[src/hw/rca_pkg.sv]
`default_nettype none

package rca_pkg;

    localparam int XLEN            = 32;
    localparam int NUM_READ_PORTS  = 2;
    localparam int GRID_ROWS       = 2;
    localparam int GRID_COLS       = 2;
    localparam int NUM_SLOTS       = GRID_ROWS * GRID_COLS;
    // units 0 and 1 are ingress, unit k >= 2 reads row k-2
    localparam int NUM_IO_UNITS    = GRID_ROWS + 2;
    localparam int IO_MUX_INPUTS   = NUM_READ_PORTS + GRID_COLS + 1;
    localparam int GRID_MUX_INPUTS = GRID_COLS + 2;

    localparam int IO_SEL_W   = $clog2(IO_MUX_INPUTS);
    localparam int GRID_SEL_W = $clog2(GRID_MUX_INPUTS);
    localparam int UNIT_IDX_W = $clog2(NUM_IO_UNITS);
    localparam int SLOT_IDX_W = $clog2(NUM_SLOTS);
    localparam int CFG_ADDR_W = 5;

    // configuration address map, one block of addresses per field
    localparam logic [CFG_ADDR_W-1:0] CFG_IO_SEL_BASE  = '0;
    localparam logic [CFG_ADDR_W-1:0] CFG_IO_MODE_BASE = CFG_IO_SEL_BASE + CFG_ADDR_W'(NUM_IO_UNITS);
    localparam logic [CFG_ADDR_W-1:0] CFG_CONST_BASE   = CFG_IO_MODE_BASE + CFG_ADDR_W'(NUM_IO_UNITS);
    localparam logic [CFG_ADDR_W-1:0] CFG_SEL1_BASE    = CFG_CONST_BASE + CFG_ADDR_W'(NUM_IO_UNITS);
    localparam logic [CFG_ADDR_W-1:0] CFG_SEL2_BASE    = CFG_SEL1_BASE + CFG_ADDR_W'(NUM_SLOTS);
    localparam logic [CFG_ADDR_W-1:0] CFG_OP_BASE      = CFG_SEL2_BASE + CFG_ADDR_W'(NUM_SLOTS);
    localparam logic [CFG_ADDR_W-1:0] CFG_DRAIN_ADDR   = CFG_OP_BASE + CFG_ADDR_W'(NUM_SLOTS);

    typedef enum logic [2:0] {
        OP_ADD    = 3'd0,
        OP_SUB    = 3'd1,
        OP_AND    = 3'd2,
        OP_XOR    = 3'd3,
        OP_MUL_LO = 3'd4,
        OP_PASS_A = 3'd5
    } slot_op_e;

    typedef enum logic {
        MODE_STREAM = 1'b0,
        MODE_QUEUE  = 1'b1
    } io_mode_e;

    typedef struct packed {
        logic [XLEN-1:0] a;
        logic [XLEN-1:0] b;
    } operand_t;

    typedef struct packed {
        logic [GRID_SEL_W-1:0] sel1;
        logic [GRID_SEL_W-1:0] sel2;
        slot_op_e              op;
    } slot_cfg_t;

    typedef struct packed {
        logic [IO_SEL_W-1:0] sel;
        io_mode_e            mode;
        logic [XLEN-1:0]     constant;
    } io_cfg_t;

    // slot index is row * GRID_COLS + col
    typedef struct packed {
        io_cfg_t   [NUM_IO_UNITS-1:0] io;
        slot_cfg_t [NUM_SLOTS-1:0]    slot;
        logic      [UNIT_IDX_W-1:0]   drain_unit;
    } grid_cfg_t;

endpackage

`default_nettype wire

[src/hw/rca_flow_ctrl.sv]
`default_nettype none

module rca_flow_ctrl #(
    parameter int FIFO_DEPTH = 4
) (
    input  logic                             clk,
    input  logic                             arst_n,
    input  logic                             op_accept,
    input  logic [rca_pkg::NUM_IO_UNITS-1:0] res_valid,
    input  logic [rca_pkg::NUM_IO_UNITS-1:0] res_ready,
    input  rca_pkg::grid_cfg_t               cfg,
    output logic                             op_ready
);
    import rca_pkg::*;

    localparam int CNT_W = $clog2(FIFO_DEPTH + 1);

    logic [CNT_W-1:0] outstanding;
    logic             drain_pop;

    // only a queue unit returns credits
    assign drain_pop = (cfg.io[cfg.drain_unit].mode == MODE_QUEUE) &&
                       res_valid[cfg.drain_unit] && res_ready[cfg.drain_unit];

    always_ff @(posedge clk or negedge arst_n) begin
        if (!arst_n) begin
            outstanding <= '0;
        end else begin
            case ({op_accept, drain_pop})
                2'b10:   outstanding <= outstanding + 1'b1;
                2'b01:   outstanding <= (outstanding != '0) ? outstanding - 1'b1 : '0;
                default: outstanding <= outstanding;
            endcase
        end
    end

    assign op_ready = (outstanding != CNT_W'(FIFO_DEPTH));

endmodule

`default_nettype wire

[config.mk]
export PLATFORM = sky130hd
export DESIGN_NAME = rca_flow_ctrl
export DESIGN_NICKNAME = d
export VERILOG_FILES = /design/src/hw/rca_pkg.sv /design/src/hw/rca_flow_ctrl.sv
export SDC_FILE = /design/constraint.sdc
export NUM_CORES = 1
export LEC_CHECK = 0
export BUFFER_PORTS_ARGS = -buffer_cell sky130_fd_sc_hd__clkbuf_2
export CAP_MARGIN = 20
export CORE_AREA = 3 3 70 72
export DETAILED_ROUTE_END_ITERATION = 8
export DIE_AREA = 0 0 73 75
export GPL_TIMING_DRIVEN = 0
export PLACE_DENSITY = 0.57
export SKIP_LAST_GASP = 1
export SLEW_MARGIN = 20
export SYNTH_ARGS = -nofsm -noshare
export SYNTH_HDL_FRONTEND = slang
export SYNTH_SLANG_ARGS = --single-unit
[constraint.sdc]
create_clock -name clk -period 2.67 [get_ports clk]
set_input_delay 0.1335 -clock clk [delete_from_list [all_inputs] [get_ports clk]]
set_output_delay 0.1335 -clock clk [all_outputs]
set_load 0.05 [all_outputs]
==> Word level (Yosys, flattened, before mapping) <==
Index checks and enable logic that the tools add are counted.
{ "classes": {"add_sub_neg": 2, "order_cmp": 1, "eq_ne": 3, "mux": 8, "reduce_logical": 4} }
{ "ops": {"columns": ["op", "n"], "rows": [
  ["36-bit binary-select mux with 2-bit select", 1],
  ["33-bit two-way mux", 1],
  ["3-bit one-hot mux with 2 select lines", 1],
  ["1-bit binary-select mux with 2-bit select", 2],
  ["3-bit by 1-bit adder with 3-bit output (second input constant)", 1],
  ["2-bit by 3-bit < comparator with 1-bit output (second input constant)", 1],
  ["3-bit two-way mux", 1],
  ["3-bit != test (second input constant)", 1],
  ["3-bit nonzero test", 1],
  ["3-bit by 1-bit subtractor with 3-bit output (second input constant)", 1],
  ["2-bit by 1-bit == test with 1-bit output (second input constant)", 1],
  ["2-bit == test (second input constant)", 1],
  ["1-bit logical AND", 2],
  ["1-bit two-way mux", 2],
  ["2-bit nonzero test", 1]
]} }
{ "totals": {"reg_bits": 3} }

==> Depth between registers and ports, before layout <==
{ "logic_depth": {"depth_word": 6, "mapped_depth": 7, "ltp_nobuf": 7} }

==> Worst setup path after synthesis <==
Ideal clock, no wire load.
{ "synth_path": {"path_type": "input to register", "from": "in cfg[62] (netlist bit)", "to": "reg outstanding[2]", "arrival_time_ns": 1.270, "t_required_ns": 2.583, "setup_slack_ns": 1.313, "stages": 7, "path_buffers": 0, "path_cell_list": "and4b_1 nor3_1 a31oi_1 ha_1 nor4b_1 o21ai_0 o211ai_1"} }
{ "synth_via": {"elab_chain_cells": 6} }
{ "synth_rtl": {"columns": ["item", "line", "source"], "rows": [
  ["from (decl)", "rca_flow_ctrl.sv:11", "input rca_pkg::grid_cfg_t cfg,"],
  ["36-bit binary-select mux with 2-bit select *", "rca_flow_ctrl.sv:22", "assign drain_pop = (cfg.io[cfg.drain_unit].mode == MODE_QUEUE) &&"],
  ["33-bit two-way mux (not written as such) *", "rca_flow_ctrl.sv:22", null],
  ["1-bit logical AND *", "rca_flow_ctrl.sv:22", null],
  ["1-bit logical AND *", "rca_flow_ctrl.sv:23", "res_valid[cfg.drain_unit] && res_ready[cfg.drain_unit];"],
  ["2-bit by 1-bit == test with 1-bit output / 2-bit == test (equally long branches)", "rca_flow_ctrl.sv:29", "case ({op_accept, drain_pop})"],
  ["3-bit one-hot mux with 2 select lines / 2-bit nonzero test (equally long branches)", null, null],
  ["to (signal assigned)", "rca_flow_ctrl.sv:30", "2'b10: outstanding <= outstanding + 1'b1;"],
  ["to (signal assigned)", "rca_flow_ctrl.sv:31", "2'b01: outstanding <= (outstanding != '0) ? outstanding - 1'b1 : '0;"],
  ["to (signal assigned)", "rca_flow_ctrl.sv:32", "default: outstanding <= outstanding;"],
  ["to (decl)", "rca_flow_ctrl.sv:18", "logic [CNT_W-1:0] outstanding;"]
]} }
Every way passes the cells marked *; elsewhere a longest branch is shown, timed or not. The select of a mux whose other input is x is not followed.
A chain may end at the register's enable or synchronous reset.

==> Worst setup path after layout <==
{ "layout_path": {"from": "reg outstanding[0]", "to": "out op_ready"} }
{ "layout_via": {"elab_chain_cells": 1} }
{ "layout_rtl": {"columns": ["item", "line", "source"], "rows": [
  ["3-bit != test", "rca_flow_ctrl.sv:37", "assign op_ready = (outstanding != CNT_W'(FIFO_DEPTH));"],
  ["to (decl)", "rca_flow_ctrl.sv:12", "output logic op_ready"]
]} }
Every way passes these cells.

==> results.yml <==
clock_tree:
  htreeDepth: 1
  clockBufferDepth: 2
  insertion_delay_ns: 0.21
  postCtsResizedCells: 0
  cts_buffers: 3
  root_buffer: "clkbuf_8"
  cts_tree: "done"
  cts.sinks: 3
  path_clk_slew_ns: 0.03
worst_setup_path:
  path_delay_family: "flip-flops"
  cp.required_ns: 2.54
  worst_r2r_endpoint: "outstanding[1]$_DFFE_PN0P_"
  r2r_cells: 5
  cp_num_buf_inv: 2
  path_cells: "inv_1 > ha_1 > nand2_2 > clkbuf_2"
  crit_path_start_kind: "flop"
  r2r_slack_ns: 1.35
  endpoint_kind: "output port"
  slowest_delay_ns: 0.38
  crit_arrival_ns: 1.29
  reg2reg_from: "outstanding[0]$_DFFE_PN0P_"
  slowest_stage: "dfrtp_1"
  worstSetupPathType: "flop to output port"
  crit_fanout: 4
power:
  power_w: 0.0003936
  p_per_area_nw_per_um2: 812.9
  peakVddDrop_uv: 218.9
  leakage_nw: 0.2349
timing:
  max_clock_freq_ghz: 0.7012
  hold_ws_ns: 0.2572
  max_slew_margin_pct: 81.28
  setup_tns_ns: 0
  timing.final.crit_share_pct: 53.41
  finalCriticalPeriod_ns: 1.426
  drv_slew: 0
  fin_skew_ns: 0.002613
  final-setup-viol-count: 0
  rsz0062_at_grt: "no"
  finalHoldViolCount: 0
  tightest_slew_ns: 0.2820
synthesis:
  netlist_area_sq_um: 279.0
  syn_nets: 220
  yosysWarningCount: 0
  netlist_instances: 31
  ys_ff_latch: 3
  synthDistinctLibCells: 20
  syn-mean-instance-area_sq_um: 9.001
  yosysSeqAreaShare_pct: 26.91
route:
  routed_wl_um: 643
  num_vias: 315
  wl_per_cell_um: 6.124
  drt_pass1_iterations: 2
  viasPerCell: 3.000
  final_antenna_net_count: 0
  first_iter_violations: 7
  route.detailed.drc: 0
floorplanning:
  die_w_um: 73
  die_y_um: 75
  core_sq_um: 4354
  pin_count: 186
  row_count: 24
  initial_core_util_pct: 6.408
  die_area_sq_um: 5475
cells_and_area:
  fillers: 494
  regArea_sq_um: 75.07
  area_growth_pct: 73.54
  max_flop_register: "outstanding"
  nets: 243
  multi_input_area_sq_um: 188.9
  drive_gt1_share_pct: 39.62
  top_regs: "outstanding (3)"
  fin_cells: 105
  antennaDiodeCount: 0
  largest_register_ff_count: 3
global_route:
  grt_pass1_wl_um: 1221
  grt_util_all_layers_pct: 2.857
  grt_overflow: 0
  antenna_found_initial: 0
  grt_pass1_vias: 317
  grt_max_degree: 8
worst_hold_path:
  hold_path.class: "input port to async pin"
place:
  place.port_buffers: 17
  dp_hpwl_um: 593.8
  placed_cells: 100
  gp_congestion: 0.6608
run_status:
  outcome: "finished clean"
run:
  drv_cap: 0
## metal layers
layer	share of wire, %	global-route usage [%]
met1	40	3.192
met2	49	4.767
met3	9.8	1.202
met4	0	1.230
met5	0	0
## layout make-up
type	instances	area share, %
inverter	4	3.101
tap	52	13.44
sequential	3	15.50
clock buffer	4	9.302
multi-input combinational	24	39.02
timing repair buffer	18	19.64
## stage by stage
| stage | worst slack [ns] | area, sq um | utilization (%) |
|---|---|---|---|
| final | 1.244 | 484.2 | 11.12 |
| after detailed placement | 1.054 | 429.2 | 9.856 |
| after global placement | 1.044 | 429.2 | 9.856 |
| after CTS | 1.226 | 484.2 | 11.12 |
| after floorplan | 1.313 | 279.0 | - |
| after global routing | 0.9398 | 484.2 | 11.12 |
## power by group
group           total, W  switching, W  internal [W]  leakage (nW)
Sequential     0.0000918     0.0000252     0.0000666        0.0348
Clock           0.000128     0.0000269      0.000102        0.0228
Combinational   0.000173     0.0000974     0.0000760         0.177
## kinds of logic (layout without fill, tap and decap cells)
| kind of cell | after synthesis | in the layout | share of synthesized area, % |
|---|---|---|---|
| buf+inv | 4 | 26 | 5.380 |
| compound gates | 7 | 7 | 18.39 |
| flops | 3 | 3 | 26.91 |
| mux | 1 | 1 | 3.588 |
| fa+ha+maj | 4 | 4 | 17.94 |
| simple gates | 12 | 12 | 27.81 |
## cell usage after synthesis, drive strengths merged
cell type / instances / share of area [%]
a21o: 2 / 5.4
nand4b: 1 / 3.1
nor2b: 1 / 2.2
mux2i: 1 / 3.6
and4b: 1 / 3.6
ha: 4 / 18
nand4: 1 / 2.2
nor4b: 1 / 3.1
nor3: 1 / 1.8
nand2: 2 / 3.6
nor2: 2 / 2.7
nand2b: 1 / 2.2
inv: 4 / 5.4
a311oi: 2 / 6.3
dfrtp: 3 / 27
o21ai: 1 / 1.8
a31oi: 1 / 2.2
o211ai: 1 / 2.7
and4: 1 / 3.1
## how the worst max path moves through the flow
stage          slack, ns                          to                       start  cells after the start
2_1_floorplan       1.31  outstanding[2]$_DFFE_PN0P_                     cfg[62]                      7
3_3_place_gp        1.04  outstanding[2]$_DFFE_PN0P_                      cfg[0]                      8
3_5_place_dp        1.05  outstanding[2]$_DFFE_PN0P_                      cfg[0]                      8
4_1_cts             1.23                    op_ready  outstanding[0]$_DFFE_PN0P_                      4
5_1_grt             0.94  outstanding[2]$_DFFE_PN0P_                      cfg[0]                      8
6_report            1.24                    op_ready  outstanding[0]$_DFFE_PN0P_                      4
## what timing repair did
item | 4_1_cts | 5_1_grt
endpoints found under the hold margin | 3 | 0
buffers inserted | 0 | 0
hold buffers | 1 | 0
## layout by cell type, fill, tap and decap left out
cell	netlist	routed
nand4b_1	1	1
nand2_2	1	1
nor4b_1	1	1
nor3_1	1	1
o21ai_0	1	1
and4_1	1	1
inv_1	4	4
ha_1	4	4
mux2i_1	1	1
and4b_1	1	1
a31oi_1	1	1
clkbuf_8	0	3
o211ai_1	1	1
nand2_1	1	1
clkbuf_2	0	17
nand2b_1	1	1
nand4_1	1	1
clkbuf_1	0	1
nor2_1	2	2
a311oi_1	2	2
dfrtp_1	3	3
dlygate4sd3_1	0	1
a21o_1	2	2
nor2b_1	1	1
(Power assumes the default switching activity.)
